## config.mk

```make
export PLATFORM = sky130hd
export DESIGN_NAME = apb_loader_port
export DESIGN_NICKNAME = d
export VERILOG_FILES = /design/src/rtl/mem_pkg.sv /design/src/rtl/apb_loader_port.sv
export SDC_FILE = /design/constraint.sdc
export NUM_CORES = 1
export LEC_CHECK = 0
export BUFFER_PORTS_ARGS = -buffer_cell sky130_fd_sc_hd__buf_2
export CAP_MARGIN = 20
export CORE_AREA = 2 2 69 71
export DETAILED_ROUTE_END_ITERATION = 7
export DIE_AREA = 0 0 71 73
export SYNTH_ARGS = -nofsm -noshare
export SYNTH_HDL_FRONTEND = slang
export SYNTH_SLANG_ARGS = --single-unit
```

## constraint.sdc

```tcl
create_clock -name clk_cpu -period 2.5 [get_ports clk_cpu]
set_input_delay 0.5 -clock clk_cpu [delete_from_list [all_inputs] [get_ports clk_cpu]]
set_output_delay 0.5 -clock clk_cpu [all_outputs]
set_load 0.02 [all_outputs]
```

## src/rtl/mem_pkg.sv

```systemverilog
`default_nettype none

package mem_pkg;

    // one processor data word
    typedef logic [31:0] word_t;

    // byte address as seen by the cpu and the loader
    typedef logic [31:0] addr_t;

    // everything from here upward is memory-mapped i/o
    localparam addr_t IO_BASE = 32'hFFFF_FC00;

    // read-only switch inputs
    localparam addr_t SWITCH_ADDR = 32'hFFFF_FC00;

    // write-only display register
    localparam addr_t DISPLAY_ADDR = 32'hFFFF_FC04;

    localparam int SWITCH_CNT = 8;

endpackage

`default_nettype wire
```

## src/rtl/apb_loader_port.sv

```systemverilog
`timescale 1ns/1ps
`default_nettype none

module apb_loader_port import mem_pkg::*; #(
    parameter int RAM_ADDR_WIDTH = 10
) (
    input  wire logic                      clk_cpu,
    input  wire logic                      rst_n,
    input  wire logic                      psel,
    input  wire logic                      penable,
    input  wire logic                      pwrite,
    input  wire addr_t                     paddr,
    input  wire word_t                     pwdata,
    output word_t                          prdata,
    output logic                           pready,
    output logic                           pslverr,
    output logic                           ld_req,
    output logic                           ld_write,
    output logic [RAM_ADDR_WIDTH-1:0]      ld_addr,
    output word_t                          ld_wdata,
    input  wire word_t                     ld_rdata
);

    logic access_phase;
    logic addr_valid;
    logic wait_flag;

    assign access_phase = psel & penable;

    // word index must fit the ram and stay below the i/o window
    assign addr_valid = (paddr < IO_BASE) &&
                        ((paddr >> 2) < (addr_t'(1) << RAM_ADDR_WIDTH));

    // one request per transfer, in the first access cycle
    assign ld_req   = access_phase & addr_valid & ~wait_flag;
    assign ld_write = pwrite;
    assign ld_addr  = paddr[RAM_ADDR_WIDTH+1:2];
    assign ld_wdata = pwdata;

    // set while the ram read is in flight
    always_ff @(posedge clk_cpu or negedge rst_n) begin
        if (!rst_n) begin
            wait_flag <= 1'b0;
        end else begin
            wait_flag <= ld_req & ~ld_write;
        end
    end

    // writes and errors finish at once, reads one cycle later
    assign pready  = access_phase & (~addr_valid | pwrite | wait_flag);
    assign pslverr = access_phase & ~addr_valid;

    // ram output register already holds the word during the wait state
    assign prdata = wait_flag ? ld_rdata : '0;

endmodule

`default_nettype wire

```

# == Word level (Yosys, flattened, before mapping) ==
# Index checks and enable logic that the tools add are counted.
# classes
n_lt_le_gt_ge,2
bitwise_logic,11
reduce_logical,1
mux,1
# ops
operator,n
"< comparator 32 bit, second input constant",1
2-to-1 mux 32 bit,1
"< comparator 30 x 11 -> 1 bit, second input constant",1
bitwise AND 1 bit,6
NOT 1 bit,3
OR 1 bit,2
logical AND 1 bit,1
# word_totals
reg_bits,1
in_bits,101
out_inout_bits,78
wordCells,16

# == Longest topological paths before layout ==
# depth
depth_word,6
depth_mapped,3
mapped_depth_nobuf,3

# == Worst setup path after synthesis ==
# No wires, ideal clock.
# synth_timing
path_type,input -> output
start,input paddr[29]
end,output ld_req
arrival_time_ns,1.394
required_time_ns,2.000
cell_stages,3
path_buffers,0
path_slack_ns,0.606
path_cell_list,nor4_2 -> nand2_1 -> nor4_2
# synth_between
elab_chain_cells,4
elab_cells_between_ends,5
classes_between,order compare: 2; bitwise: 2; reduce/logical: 1
# synth_rtl
element,line,text
"start, declared",apb_loader_port.sv:12,"input wire addr_t paddr,"
< comparator 32 bit or < comparator 30 x 11 -> 1 bit (tied branches),"apb_loader_port.sv:31, apb_loader_port.sv:32",
logical AND 1 bit *,apb_loader_port.sv:31,assign addr_valid = (paddr < IO_BASE) &&
bitwise AND 1 bit * (2 in a row),apb_loader_port.sv:35,assign ld_req = access_phase & addr_valid & ~wait_flag;
"end, declared",apb_loader_port.sv:17,"output logic ld_req,"
# Mark *: on every way between the ends. The rest lies on a longest branch, timed or not.

# == Worst setup path in the final report ==
# layout_timing
start,input paddr[30]
end,output ld_req
# Same word-level chain as after synthesis.

==> flow_metrics.tcl <==
set metrics [dict create \
    finalSetupTns_ns 0 \
    drt_iter0_markers 5 \
    io_buffers 92 \
    setup_violations 0 \
    ant_nets 0 \
    p_sw_share_pct 31.13 \
    rows 25 \
    hold_viol 0 \
    power_switching_uw 23.80 \
    power.internal_uw 52.65 \
    grt_first_pass_wirelength_mm 2.656 \
    dieHeight_um 73 \
    grt_max_degree 35 \
    p_per_area_nw_per_um2 83.46 \
    viasPerCell 3.706 \
    clk_pin_slew_ns 0 \
    syn2layout_area_growth_pct 26.86 \
    slew_headroom_pct 47.68 \
    post-route-util_pct 20.19 \
    min_period_over_period_pct 79.57 \
    num_vias 719 \
    critPathArrivalTime_ns 1.49 \
    cap_violations 0 \
    busiest_layer "met2" \
    grt_pass1_vias 557 \
    post-route-min-period_ns 1.989 \
    synth_nets 195 \
    grtUsageMet3_pct 3.867 \
    synth_area_per_cell_um2 7.680 \
    die-area_um2 5183 \
    use_met2_pct 11.63 \
    layout_common_cells "buf_2, and2_1, nor4_2, nor4_4, nand2_1" \
    totalWireLength_mm 2.106 \
    die_w_um 71 \
    outcome "complete, no violations" \
    antenna_found_initial 0 \
    synth_cell_types 13 \
    p_clk_share_pct 0 \
    diodes 0 \
    hold_path.class "in2async" \
    syn-cell-area_um2 721.9 \
    floorplan.initialDensity_pct 15.92 \
    ys_ff_latch 1 \
    largest_reg_flops 1 \
    overflow 0 \
    end_kind "output pin" \
    fin_nets 243 \
    gp_congestion 0.6216 \
    netlist_instances 94 \
    ioPinCount 179 \
    power.share.sequential_pct 21.6 \
    grt_setup_unrepaired "no" \
    peakVddDrop_mv 0.02377 \
    power_frac_comb_pct 78.4 \
    yosysWarnings 0 \
    cp_max_fo 2 \
    track_usage_pct 6.356 \
    fillCellCount 511 \
    routedWlPerCell_um 10.86 \
    ctsResizeCount 0 \
    ys_seq_area_share_pct 3.466 \
    postCtsSetupBuffers 0 \
    first_pass_iters 2 \
    finClkSkew_ns 0 \
    fmax_mhz 502.7 \
    drv_slew 0 \
    grtUsageMet1_pct 5.931 \
    hold_buffers 0 \
    reg.largest.list "wait_flag: 1 flops" \
    tightestPinTransition_ns 0.7848 \
    required_ns 2.00 \
    p_leak_uw 0.0005571 \
    layout_commonest_cell "buf_2" \
    remaining_drc_errors 0 \
    worst_skew_pair.late_latency_ns 0 \
    crit_type "in2out" \
    layout-drive-gt1-share_pct 72.14 \
    core-area_um2 4536 \
    hpwl_mm 1.911 \
    regMostFlops "wait_flag" \
    setup.worst_path.start_class "input port" \
]
[power by group through the flow]
stage	sequential, µW	combinational (µW)	clock [µW]
finish	16.5	60.0	0
global route	16.5	65.6	0
CTS	16.5	60.9	0
detailed placement	16.5	60.8	0
global placement	16.5	59.8	0
floorplan	16.5	110	0
[layer usage]
layer	wire length (µm)	part of all wire, %
met3	406	19
met5	0	0
met4	59	2.8
met2	1023	49
met1	616	29
[cell families (layout without fill, tap and decap cells)]
group	Yosys count	count (layout)	synth area share, %
AO/OA/AOI/OAI	2	2	1.560
AND/OR/NAND/NOR	45	45	48.70
buffers and inverters	46	92	46.27
flip-flops	1	1	3.466
[synth_stat cells]
library cell / number / area share [%]
a31oi_1: 1 / 0.87
clkbuf_1: 3 / 1.6
nand3_2: 1 / 1.4
and2_1: 33 / 29
and3_2: 1 / 1.0
a21oi_1: 1 / 0.69
dfrtp_1: 1 / 3.5
nor4_4: 3 / 8.8
nor2_1: 1 / 0.52
nand2_1: 2 / 1.0
nor4_2: 3 / 5.2
buf_4: 43 / 45
nor4b_2: 1 / 2.1
[worst max-delay path: stages]
cell and delay [ns]:
buf_2 0.10, nor4_2 0.29, nand2_1 0.15, nor4_2 0.25, buf_2 0.20
[area by class of cell]
cell class	instances	area, µm²	area share [%]
Tap cell	54	67.56	7.377
Timing Repair Buffer	92	460.4	50.27
Sequential cell	1	25.02	2.732
Multi-Input combinational cell	47	362.8	39.62
[final timing paths]
kind	from	endpoint	slack, ns	depth (start not counted)
max	paddr[30]	ld_req	0.51	5
min	rst_n	wait_flag	0.28	1
max reg2reg	wait_flag	wait_flag	1.21	2
min reg2reg	wait_flag	wait_flag	1.17	2
max in group asynchronous	rst_n	wait_flag	2.14	1
min in group clk_cpu	paddr[12]	wait_flag	0.81	4
[metrics by stage]
step	hold WS, ns	setup WS, ns	cell area [µm²]	power [µW]	std cells
after floorplan	0.2044	0.6060	721.9	126.2	94
after global placement	0.2752	0.4993	915.9	76.27	194
after detailed placement	0.2766	0.4895	915.9	77.33	194
after CTS	0.2768	0.4895	915.9	77.43	194
after global routing	0.2832	0.3911	915.9	82.12	194
final	0.2752	0.5107	915.9	76.44	194
Note: power is estimated with default switching activity, not from simulation.
