### config.mk
export PLATFORM = sky130hd
export DESIGN_NAME = io_mapper
export DESIGN_NICKNAME = d
export VERILOG_FILES = /design/src/rtl/mem_pkg.sv /design/src/rtl/io_mapper.sv
export SDC_FILE = /design/constraint.sdc
export NUM_CORES = 1
export LEC_CHECK = 0
export ABC_AREA = 1
export BUFFER_PORTS_ARGS = -buffer_cell sky130_fd_sc_hd__buf_2
export CORE_MARGIN = 3
export CORE_UTILIZATION = 38
export DETAILED_ROUTE_END_ITERATION = 6
export PLACE_DENSITY_LB_ADDON = 0.15
export SLEW_MARGIN = 25
export SYNTH_ARGS = -nofsm -noshare
export SYNTH_HDL_FRONTEND = slang
export SYNTH_SLANG_ARGS = --single-unit
### constraint.sdc
create_clock -name clk_cpu -period 1.6 [get_ports clk_cpu]
set_clock_uncertainty 0.1 [all_clocks]
set_input_delay 0.32 -clock clk_cpu [delete_from_list [all_inputs] [get_ports clk_cpu]]
set_output_delay 0.32 -clock clk_cpu [all_outputs]
set_load 0.02 [all_outputs]
### src/rtl/mem_pkg.sv
`default_nettype none

package mem_pkg;

    // one processor data word
    typedef logic [31:0] word_t;

    // byte address as seen by the cpu and the loader
    typedef logic [31:0] addr_t;

    // everything from here upward is memory-mapped i/o
    localparam addr_t IO_BASE = 32'hFFFF_FC00;

    // read-only switch inputs
    localparam addr_t SWITCH_ADDR = 32'hFFFF_FC00;

    // write-only display register
    localparam addr_t DISPLAY_ADDR = 32'hFFFF_FC04;

    localparam int SWITCH_CNT = 8;

endpackage

`default_nettype wire
### src/rtl/io_mapper.sv
`timescale 1ns/1ps
`default_nettype none

module io_mapper import mem_pkg::*; #(
    parameter int RAM_ADDR_WIDTH = 10
) (
    input  wire logic                      clk_cpu,
    input  wire logic                      rst_n,
    input  wire logic                      cpu_req,
    input  wire logic                      cpu_write,
    input  wire addr_t                     cpu_addr,
    input  wire word_t                     cpu_wdata,
    input  wire logic [SWITCH_CNT-1:0]     switches,
    input  wire logic                      cp_grant,
    input  wire logic                      cp_rvalid,
    input  wire word_t                     ram_rdata,
    output logic                           cpu_stall,
    output logic                           cpu_rvalid,
    output word_t                          cpu_rdata,
    output word_t                          display,
    output logic                           cp_req,
    output logic                           cp_write,
    output logic [RAM_ADDR_WIDTH-1:0]      cp_addr,
    output word_t                          cp_wdata
);

    logic  is_io;
    logic  io_access;
    logic  io_rvalid;
    word_t io_rdata;

    assign is_io     = (cpu_addr >= IO_BASE);
    assign io_access = cpu_req & is_io;

    // ram side goes through the arbiter
    assign cp_req    = cpu_req & ~is_io;
    assign cp_write  = cpu_write;
    assign cp_addr   = cpu_addr[RAM_ADDR_WIDTH+1:2];
    assign cp_wdata  = cpu_wdata;

    // only a lost ram cycle holds the cpu, i/o never waits
    assign cpu_stall = cp_req & ~cp_grant;

    always_ff @(posedge clk_cpu or negedge rst_n) begin
        if (!rst_n) begin
            display   <= '0;
            io_rvalid <= 1'b0;
        end else begin
            io_rvalid <= io_access & ~cpu_write;
            if (io_access && cpu_write && cpu_addr == DISPLAY_ADDR) begin
                display <= cpu_wdata;
            end
        end
    end

    // unmapped i/o reads give zero
    always_ff @(posedge clk_cpu) begin
        if (io_access && !cpu_write) begin
            io_rdata <= (cpu_addr == SWITCH_ADDR) ? word_t'(switches) : '0;
        end
    end

    // at most one of the two returns per cycle
    assign cpu_rvalid = cp_rvalid | io_rvalid;
    assign cpu_rdata  = io_rvalid ? io_rdata : ram_rdata;

endmodule

`default_nettype wire

# Yosys cells after proc, flatten, opt, wreduce, memory -nomap -nowiden
# Index checks and enable logic that the tools add are counted.
# totals
reg_bits,65
out_inout_bits,110
# op_classes
magnitude_cmp,1
n_eq_ne,2
muxes,1
bitwise,8
n_reduce_logical,4
# op_table
op,n
"equality test 32 bit, second input constant",2
">= comparator 32 bit, second input constant",1
2-to-1 mux 32 bit,1
AND 1 bit,4
logical AND 1 bit,3
inverter 1 bit,3
zero test 1 bit,1
OR 1 bit,1

# Longest topological paths before layout
# depth
depth_word,4
ltp_mapped,10
depth_no_buf,9

# Worst setup path after synthesis
# Ideal clock, no wire load.
# synth_timing
path_kind,input port to flip-flop
startpoint,input cpu_addr[27]
endpoint,register io_rdata[0] (enable)
arrival_time_ns,1.244
t_required_ns,1.126
slack_ns,-0.118
cell_stages,6
path_buffers,0
path_cell_list,nand2_1 nor2_1 nand2_1 nor2_4 nand3_4 nor2_1
# synth_via
elab_chain_cells,3
# synth_lines
item,line,text
"start, declared",io_mapper.sv:11,"input wire addr_t cpu_addr,"
>= comparator 32 bit,io_mapper.sv:32,assign is_io = (cpu_addr >= IO_BASE);
AND 1 bit,io_mapper.sv:33,assign io_access = cpu_req & is_io;
logical AND 1 bit,io_mapper.sv:58,if (io_access && !cpu_write) begin
"end signal, assigned",io_mapper.sv:59,io_rdata <= (cpu_addr == SWITCH_ADDR) ? word_t'(switches) : '0;
"end, declared",io_mapper.sv:30,word_t io_rdata;
# Every way passes these cells.
# A chain may end at the register's enable or synchronous reset.

# Worst setup path after layout
# layout_timing
startpoint,register io_rvalid
endpoint,output cpu_rvalid
# layout_via
elab_chain_cells,1
# layout_lines
item,line,text
"start, declared",io_mapper.sv:29,logic io_rvalid;
"start signal, assigned",io_mapper.sv:49,io_rvalid <= io_access & ~cpu_write;
OR 1 bit,io_mapper.sv:64,assign cpu_rvalid = cp_rvalid | io_rvalid;
"end, declared",io_mapper.sv:18,"output logic cpu_rvalid,"
# Every way passes these cells.

==> summary.txt <==
Status
  • Status: complete, no violations

Placed design
  • Detailed Place HPWL: 5390 um
  • Placement Cell Area: 3370 um2
  • Routability cong.: 0.782
  • PortBufs: 219

Worst setup path
  • Worst EP arrival: 1.18 ns
  • Beginning of the critical path: io_rvalid
  • Reg2reg path depth: 2
  • Worst Path Required: 1.18 ns
  • Crit. End Element: output pin
  • Worst R2R Setup Slack: 0.89 ns
  • Critical path fanouts, max: 6
  • CP startpoint kind: flip-flop
  • Reg-to-Reg End: display[6]
  • CP Class: flip-flop to output pin
  • RR Startpoint: display[6]

Min path
  • WHS Path Cells: 3
  • Worst Hold Class: primary input to flip-flop
  • Hold Path Sink: display[1]
  • Hold wc startpoint: cpu_wdata[1]

STA
  • Max frequency: 626 MHz
  • Setup TNS: 0 ns
  • Final period utilization: 0.999
  • Fin crit period: 1.60 ns
  • Hold Vio Cnt, Final: 0
  • Setup Viol. Count Final: 0
  • Slew Viols, Final: 0
  • RSZ-0062 raised after global routing: true
  • Max transition margin: 0.722
  • Pin slew with the least headroom to its limit: 0.417 ns

Detailed routing
  • Via/cell ratio: 4.21
  • Drt drc: 0
  • Detailed-route via count: 2502
  • Post-DRT Antenna Nets: 0
  • DR WL/cell: 11.1 um
  • DR pass1 iterations: 4
  • Detailed Route Iter0 Violations: 54
  • DRT Wirelength: 6600 um

Layout
  • Final net count: 629
  • Storage cell area: 1070 um2
  • Area Overhead vs Synth: 46.0%
  • Inserted Diodes: 0
  • Layout cell share with drive strength beyond 1: 0.510
  • Commonest non-fill, non-tap cell in the layout: buf_2
  • Commonest cells after routing, fill and taps aside: buf_2, nand2_1, nor2_1, inv_1, buf_4
  • Layout fillers: 573
  • Area of the multi-input gates: 821 um2
  • Post-Layout Inst Area: 3570 um2

Pwr
  • Worst VDD drop: 0.399 mV
  • PwrDens: 610 nW/um2
  • Total power draw: 2.18 mW
  • Static leakage: 2.34 nW

Clock tree
  • CTS max path bufs: 2
  • Worst-path clk slew: 0.08 ns
  • TritonCTS clock tree: yes
  • H-tree levels: 2
  • Sinks on Clock Net: 41
  • CTS buffer count: 5
  • Skew-Pair Late Insertion Delay: 0.29 ns
  • Root Buffer Master: clkbuf_8

Die
  • Die footprint: 7440 um2
  • Rows: 28
  • Initial core utilization: 0.402
  • Horiz. Die Dim: 86.3 um
  • IO Count: 220
  • Die Y: 86.3 um
  • Core area: 6100 um2

GRT
  • First-pass GRT wire length: 9880 um
  • Vias in the first global route: 2275
  • Initial antenna violation count: 0
  • Grt ovf: 0
  • Largest net degree at the start of global routing: 34
  • GRT Overall Usage: 0.165

Yosys
  • Synthesized cell area: 2450 um2
  • Distinct cells, synth: 21
  • YS warnings: 0
  • Synth Area in Adders: 0
  • Yosys reg bits: 41
  • Cell count after synthesis: 329
  • Main combinational cell family by area after synthesis: simple AND/OR/NAND/NOR gates
  • Syn Area/Cell: 7.44 um2
  • Xor/xnor cell area share of the yosys netlist: 0
  • Syn_nets: 439
  • Synth Area in Simple Gates: 0.331
  • Synth Area in Compound Gates: 0
  • Sequential-to-total area share from yosys stat: 0.435
  • Mux contribution to synthesized area: 0

Job
  • Reported max-cap violation count: 0
-- worst max-delay path: stages (launching register included) --
cell and delay, ns:
dfrtp_2 0.45, or2_2 0.31, buf_6 0.13
-- stage by stage --
stage | setup slack (ns) | hold slack, ns | utilization | std cells
floorplan | 0.0437 | -0.0756 | - | 329
global route | -0.0857 | 0.132 | 0.586 | 595
finish | 0.00203 | 0.134 | 0.586 | 595
global placement | -0.0548 | 0.272 | 0.554 | 583
CTS | -0.00997 | 0.127 | 0.575 | 593
detailed placement | -0.0890 | 0.275 | 0.554 | 583
-- timing repair --
action                     in CTS  in global routing
setup endpoints to repair      30                 35
hold buffers                    1                  0
hold endpoints to repair       33                  0
buffers inserted                1                  2
pin swaps                       0                  3
gates resized for setup        12                 22
-- area by class of cell --
cell class	count	area share
Multi-Input combinational cell	193	0.230
Clock inverter	2	0.00280
Clock buffer	6	0.0203
Inverter	42	0.0441
Sequential cell	41	0.299
Tap cell	75	0.0263
Timing Repair Buffer	236	0.378
-- power by group --
part / internal (mW) / switching (mW)
sequential: 1.06 / 0.0000000159
combinational: 0.210 / 0.269
clock: 0.302 / 0.340
-- cell families (layout without fill, tap and decap cells) --
logic type | after synthesis | after routing
buffers and inverters | 95 | 286
flip-flops | 41 | 41
AND/OR/NAND/NOR | 193 | 193
-- cells in the mapped netlist --
cell type  number  area, um2
clkbuf_1        4       15.0
or2_1           1       6.26
nor2_8          1       20.0
nand3_1         1       5.00
nand2_1       128        480
nor2_1         44        165
nand3_4         1       17.5
nor2_4          1       11.3
buf_6           5       56.3
nand2_2        11       68.8
nand4_1         1       6.26
buf_12          1       20.0
or2_2           1       6.26
buf_4          43        323
inv_1          41        154
nand3b_1        1       7.51
dfrtp_1        33        826
edfxtp_1        8        240
inv_2           1       3.75
nand3_2         1       10.0
nor4_1          1       6.26
-- worst max-delay path by stage --
stage,cells after the start,endpoint,slack [ns]
2_1_floorplan,6,io_rdata[0],0.04
3_3_place_gp,8,display[30],-0.05
3_5_place_dp,9,display[12],-0.09
4_1_cts,2,cpu_rvalid,-0.01
5_1_grt,3,cpu_rdata[26],-0.09
6_report,2,cpu_rvalid,0.002
-- per-layer routing --
metal | routed length, um | vias to the layer above | GRT usage
li1 | - | 1293 | -
met1 | 2300 | 1083 | 0.164
met2 | 3520 | 116 | 0.327
met3 | 657 | 10 | 0.0371
met4 | 125 | 0 | 0.0666
met5 | 0 | - | 0
-- sequential cells by signal, indices dropped and copies added, names as in the netlist --
signal,cells
display,32
io_rdata,8
io_rvalid,1
No activity file was read; power rests on OpenSTA's default activity.
