`config.mk`:
```
export PLATFORM = sky130hd
export DESIGN_NAME = mem_arbiter
export DESIGN_NICKNAME = d
export VERILOG_FILES = /design/src/rtl/mem_pkg.sv /design/src/rtl/mem_arbiter.sv
export SDC_FILE = /design/constraint.sdc
export NUM_CORES = 1
export LEC_CHECK = 0
export BUFFER_PORTS_ARGS = -buffer_cell sky130_fd_sc_hd__buf_2
export CORE_AREA = 2 2 78 80
export CTS_BUF_LIST = sky130_fd_sc_hd__clkbuf_8
export CTS_CLUSTER_SIZE = 10
export DETAILED_ROUTE_END_ITERATION = 10
export DIE_AREA = 0 0 80 82
export GPL_TIMING_DRIVEN = 1
export PLACE_DENSITY_LB_ADDON = 0.08
export SLEW_MARGIN = 20
export SYNTH_ARGS = -nofsm -noshare
export SYNTH_HDL_FRONTEND = slang
export SYNTH_SLANG_ARGS = --single-unit
```
`constraint.sdc`:
```
create_clock -name clk_cpu -period 0.8 [get_ports clk_cpu]
set_clock_uncertainty 0.1 [all_clocks]
set_input_delay 0.08 -clock clk_cpu [delete_from_list [all_inputs] [get_ports clk_cpu]]
set_output_delay 0.08 -clock clk_cpu [all_outputs]
set_load 0.05 [all_outputs]
```
`src/rtl/mem_pkg.sv`:
```
`default_nettype none

package mem_pkg;

    // one processor data word
    typedef logic [31:0] word_t;

    // byte address as seen by the cpu and the loader
    typedef logic [31:0] addr_t;

    // everything from here upward is memory-mapped i/o
    localparam addr_t IO_BASE = 32'hFFFF_FC00;

    // read-only switch inputs
    localparam addr_t SWITCH_ADDR = 32'hFFFF_FC00;

    // write-only display register
    localparam addr_t DISPLAY_ADDR = 32'hFFFF_FC04;

    localparam int SWITCH_CNT = 8;

endpackage

`default_nettype wire
```
`src/rtl/mem_arbiter.sv`:
```
`timescale 1ns/1ps
`default_nettype none

module mem_arbiter import mem_pkg::*; #(
    parameter int RAM_ADDR_WIDTH = 10
) (
    input  wire logic                      clk_cpu,
    input  wire logic                      rst_n,
    input  wire logic                      ld_req,
    input  wire logic                      ld_write,
    input  wire logic [RAM_ADDR_WIDTH-1:0] ld_addr,
    input  wire word_t                     ld_wdata,
    input  wire logic                      cp_req,
    input  wire logic                      cp_write,
    input  wire logic [RAM_ADDR_WIDTH-1:0] cp_addr,
    input  wire word_t                     cp_wdata,
    input  wire word_t                     ram_rdata,
    output logic                           cp_grant,
    output logic                           cp_rvalid,
    output word_t                          rdata,
    output logic                           ram_en,
    output logic                           ram_we,
    output logic [RAM_ADDR_WIDTH-1:0]      ram_addr,
    output word_t                          ram_wdata
);

    logic cp_read_q;

    // loader always first, cpu only gets idle cycles
    assign cp_grant = cp_req & ~ld_req;

    assign ram_en = ld_req | cp_req;

    always_comb begin
        if (ld_req) begin
            ram_we    = ld_write;
            ram_addr  = ld_addr;
            ram_wdata = ld_wdata;
        end else begin
            ram_we    = cp_write;
            ram_addr  = cp_addr;
            ram_wdata = cp_wdata;
        end
    end

    // cpu read issued last cycle
    always_ff @(posedge clk_cpu or negedge rst_n) begin
        if (!rst_n) begin
            cp_read_q <= 1'b0;
        end else begin
            cp_read_q <= cp_grant & ~cp_write;
        end
    end

    assign cp_rvalid = cp_read_q;

    // both peers see the same return word
    assign rdata = ram_rdata;

endmodule

`default_nettype wire

```
Word-level counts from Yosys, hierarchy flattened
Cells that the tools add are included.
{"block": "op_classes", "muxes": 3, "n_bitwise": 5}
{"op": "two-way mux 32 bit", "count": 1}
{"op": "two-way mux 10 bit", "count": 1}
{"op": "bitwise AND 1 bit", "count": 2}
{"op": "NOT 1 bit", "count": 2}
{"op": "two-way mux 1 bit", "count": 1}
{"op": "OR 1 bit", "count": 1}
{"block": "totals", "ff_bits": 1, "output_inout_bits": 78, "word_cells": 9}

Logic depth before layout (Yosys ltp)
Gate-level depths: netlist (run 1).
{"block": "depth", "word_depth": 3, "depth_mapped": 3, "mapped_depth_nobuf": 1}

Worst setup path after synthesis (run 1)
No wires, ideal clock.
{"block": "synth_timing", "kind": "input-to-output", "start": "input port ld_req", "end": "output port cp_grant", "arrival_time_ps": 1062, "required_time_ps": 620, "slack_ps": -442, "cell_stages": 3, "n_path_buf": 2, "path_cell_list": "buf_6 buf_8 nor2b_1"}
{"block": "synth_via", "elab_chain_cells": 2}
{"item": "start: declaration", "line_no": "mem_arbiter.sv:9", "source": "input wire logic ld_req,"}
{"item": "NOT 1 bit", "line_no": "mem_arbiter.sv:30", "source": "assign cp_grant = cp_req & ~ld_req;"}
{"item": "bitwise AND 1 bit", "line_no": "mem_arbiter.sv:30"}
{"item": "end: declaration", "line_no": "mem_arbiter.sv:18", "source": "output logic cp_grant,"}
Every way passes these cells.

Worst setup path in the final report (run 1)
{"block": "layout_timing", "start": "input port ld_req", "end": "output port ram_wdata[18]"}
{"block": "layout_via", "elab_chain_cells": 1}
{"item": "two-way mux 32 bit", "line_no": "mem_arbiter.sv:35", "source": "if (ld_req) begin"}
{"item": "end: declaration", "line_no": "mem_arbiter.sv:24", "source": "output word_t ram_wdata"}
Every way passes these cells.

==> results of run 1 <==
[area by class of cell]
| type | count | area [um2] | area share (%) |
|---|---|---|---|
| Multi-Input combinational cell | 46 | 676 | 32.7 |
| Sequential cell | 1 | 25.0 | 1.21 |
| Tap cell | 75 | 93.8 | 4.54 |
| Timing Repair Buffer | 148 | 1270 | 61.6 |
[path summary, 6_finish.rpt]
kind | endpoint | slack (ps)
min in group asynchronous | cp_rvalid | 300
max in group asynchronous | cp_rvalid | 220
worst min-delay path | rdata[0] | 60
worst max-delay path | ram_wdata[18] | -210
[repair_timing]
item                                    CTS  global route
hold buffers                              1             0
buffers inserted                          0             2
gates cloned                              3             4
endpoints found under the hold margin     1             0
gates resized for setup                 107             7
endpoints found under the setup margin   45            46
[power groups by stage]
stage / Clock, mW / Combinational [mW] / Sequential (mW)
2_1_floorplan: 0 / 1.49 / 0.0610
3_3_place_gp: 0 / 1.40 / 0.0539
3_5_place_dp: 0 / 1.41 / 0.0540
5_1_grt: 0 / 1.92 / 0.0540
6_report: 0 / 1.85 / 0.0540
4_1_cts: 0 / 1.77 / 0.0540
[cell usage after synthesis]
| cell type | number |
|---|---|
| or2_2 | 1 |
| buf_8 | 1 |
| nor3b_1 | 1 |
| buf_12 | 3 |
| mux2_4 | 37 |
| dfrtp_1 | 1 |
| mux2_2 | 6 |
| buf_4 | 32 |
| buf_6 | 1 |
| nor2b_1 | 1 |
[cells by family after synthesis]
kind of cell           count (synthesis)  synth area share (%)
AND/OR/NAND/NOR                        3                  2.01
multiplexers                          43                  62.6
buffers and inverters                 37                  32.8
flip-flops                             1                  2.52
[per-stage QoR]
stage                     hold WS (ps)  TNS, ps
final                             60.0    -8610
after global routing              60.1    -9230
after CTS                         60.3    -9380
after detailed placement          -243   -15710
after global placement            -245   -15550
after floorplan                   -316    -4250
[per-layer routing]
metal | track usage [%] | up-vias
li1 | - | 485
met1 | 8.85 | 447
met2 | 15.8 | 82
met3 | 1.98 | 4
met4 | 1.36 | 0
met5 | 0 | -
==> metrics, run 1 <==
number of fill cells=585; Post-DP Area=1500 um2; P_sw=0.953 mW; Reg power frac=2.8%; met1 WL=1330 um; I/O pin cnt=200; worst min-delay path class=input pin to primary output; Clk pwr share=0%; met3 WL=414 um; vias in the first global route=945; number of flip-flops in the largest register=1; final WL=3740 um; distinct cell type count after synthesis=10; violated checks=setup timing; maximum VDD drop=402 uV; area leader, netlist=mux2_4; crit-path cells=clkbuf_16 > buf_16 > mux2_4 > buf_6; Core Util, Final=36.0%; Die Ht=82 um; Synth top area share=55.8%; Rel. slew slack=83.4%; Final setup viols=45; gr usage total=8.06%; Seq/Total Area, Yosys=2.52%; slew at the pin with the worst max-slew slack=251 ps; YS warnings=0; antenna violations before repair=0; final routed DRC violation total=0; wire per inst=13.9 um; Avg Cell Area, Syn=11.8 um2; WP depth=4; Starting Density=17.3%; CP Class=input pin to primary output; top sig layer=met4; ratio of cells with drive above 1 in the final layout=98.5%; drt first-iter violations=4; final instance area=2070 um2; FF+latch count, synth=1; vias per cell=3.77; number of failing hold endpoints at the final stage=0; Req. time, crit path=620 ps; fin cells=270; grt ovf=0; critical path fanouts, max=6; post-place setup slack=-393 ps; crit share post-route=126%; Rows=28; final critical-path required period=1010 ps; I/O Buffers=135; RSZ-0062 raised after global routing=yes; HP Start=ram_rdata[0]; Area growth, synth to finish=108%; largest net degree at the start of global routing=13; DPL Wire Length=2620 um; top cells by area, synth=mux2_4 56%, buf_4 24%, mux2_2 6.8%; Inserted Diodes=0; delay-heaviest family, CP=buffers and inverters; Netlist Area Pre-Place=995 um2; Min-Delay Path Depth=0; Slew Limit Fails=0; chip width=80 um; final antenna-violating net count=0; Buffers & Inverters on Critical Path=3; Power Internal=0.954 mW; dpl cells=260; outcome=finished with violations; total number of vias=1018; CP max-delay cell=mux2_4; die area=6560 um2; power per cell area=923 nW/um2; Net Sw Frac=50.0%; CP max stage delay=300 ps; Syn Nets=206; first-pass GRT wire length=4280 um; placer congestion estimate=0.647; Mapped Cells=84; Combinational Power Share=97.2%; worst setup path startpoint=ld_req; startpoint types=input pin; core area=5750 um2; fin nets=319; most common cell after layout, fill and taps aside=buf_2; most frequent cells in the layout=89 x buf_2, 43 x mux2_4, 37 x buf_6; Achievable Freq=0.991 GHz; final worst slack=-209 ps; DR WL met2=1970 um; P_leak=1.15 nW; drt first pass iters=2; CP endpoint kind=primary output; Max Cap Violations=0; Crit path arrival time=830 ps; Pwr Total=1.91 mW
Note: power is estimated with default switching activity, not from simulation.
==> run 2: changes to the inputs <==
--- a/config.mk
+++ b/config.mk
@@ -5,12 +5,12 @@
 export SDC_FILE = /design/constraint.sdc
 export NUM_CORES = 1
 export LEC_CHECK = 0
-export BUFFER_PORTS_ARGS = -buffer_cell sky130_fd_sc_hd__buf_2
-export CORE_AREA = 2 2 78 80
+export CORE_AREA = 2 2 77 79
 export CTS_BUF_LIST = sky130_fd_sc_hd__clkbuf_8
 export CTS_CLUSTER_SIZE = 10
 export DETAILED_ROUTE_END_ITERATION = 10
-export DIE_AREA = 0 0 80 82
+export DIE_AREA = 0 0 79 81
+export DONT_BUFFER_PORTS = 1
 export GPL_TIMING_DRIVEN = 1
 export PLACE_DENSITY_LB_ADDON = 0.08
 export SLEW_MARGIN = 20
==> run 2 against run 1 <==
Effect of this change:
- the run now ends clean
- combinational power decreased by 46%
- worst hold slack got worse by 6.2 ps
- sequential share of layout area increased by 1.9 points
- global-route usage decreased by 2.9 points
- critical path type unchanged
- largest power group unchanged
- highest routed layer unchanged
==> metrics, run 2 (synthesis results as in run 1) <==
final WL=2320 um; post-place setup slack=90.6 ps; Req. time, crit path=620 ps; first-pass GRT wire length=2740 um; total number of vias=513; Slew Limit Fails=0; Hold WS=53.8 ps; met3 WL=411 um; final worst slack=73.9 ps; die area=6400 um2; I/O pin cnt=200; maximum VDD drop=385 uV; grt ovf=0; number of flip-flops in the largest register=1; Core Util, Final=14.1%; Crit path arrival time=550 ps; CP max stage delay=450 ps; slew at the pin with the worst max-slew slack=331 ps; ratio of cells with drive above 1 in the final layout=93.9%; most frequent cells in the layout=37 x mux2_4, 6 x mux2_2; fin nets=173; power per cell area=1310 nW/um2; delay-heaviest family, CP=multiplexers; Buffers & Inverters on Critical Path=0; Final setup viols=0; placer congestion estimate=0.699; CP max-delay cell=mux2_2; post-CTS setup buffer count=0; I/O Buffers=0; Post-CTS Hold Buffers=1; final routed DRC violation total=0; crit-path cells=mux2_2; wire per inst=18.7 um; most common cell after layout, fill and taps aside=mux2_4; drt first-iter violations=7; number of failing hold endpoints at the final stage=0; drt first pass iters=2; vias in the first global route=497; Achievable Freq=1.38 GHz; number of gates resized after CTS=0; chip width=79 um; largest net degree at the start of global routing=47; gr usage total=5.18%; startpoint types=input pin; CP Class=input pin to primary output; CP endpoint kind=primary output; Rel. slew slack=77.9%; met1 WL=702 um; final critical-path required period=726 ps; top sig layer=met4; antenna violations before repair=0; critical path fanouts, max=46; worst min-delay path class=input pin to register; Die Ht=81 um; Area growth, synth to finish=-19.4%; Inserted Diodes=0; Rows=28; vias per cell=4.14; crit share post-route=90.8%; P_leak=0.365 nW; final antenna-violating net count=0; Max Cap Violations=0; DR WL met2=1180 um; Starting Density=17.5%; outcome=finished clean; core area=5680 um2; setup TNS=0 ps; RSZ-0062 raised after global routing=no; clk slew on worst S/H paths=0 ps
## run 2: worst paths after layout
check / startpoint / cells after the start / to / slack [ps]
max in group asynchronous: rst_n / 1 / cp_rvalid / 290
worst max-delay path: ld_req / 1 / ram_we / 70
min in group asynchronous: rst_n / 1 / cp_rvalid / 200
worst min-delay path: cp_write / 1 / cp_rvalid / 50
## run 2: per-layer routing
metal	vias up	GRT usage, %
li1	189	-
met5	-	0
met3	10	2.78
met4	0	1.21
met2	92	9.49
met1	222	5.17
## run 2: area by class of cell
class,count,area [um2]
Tap cell,75,93.8
Timing Repair Buffer,2,30.0
Fill cell,639,4870
Multi-Input combinational cell,46,653
Sequential cell,1,25.0
## run 2: stage by stage
| stage | instance area (um2) | total power, mW | instances |
|---|---|---|---|
| after floorplan | 1020 | 1.55 | 84 |
| after global placement | 792 | 1.06 | 123 |
| after detailed placement | 792 | 1.06 | 123 |
| after CTS | 802 | 1.06 | 124 |
| after global routing | 802 | 1.07 | 124 |
| final | 802 | 1.05 | 124 |
## run 2: where the power goes
part | switching, mW | internal, mW
Clock | 0 | 0
Sequential | 0.00148 | 0.0535
Combinational | 0.708 | 0.289
Total | 0.710 | 0.343
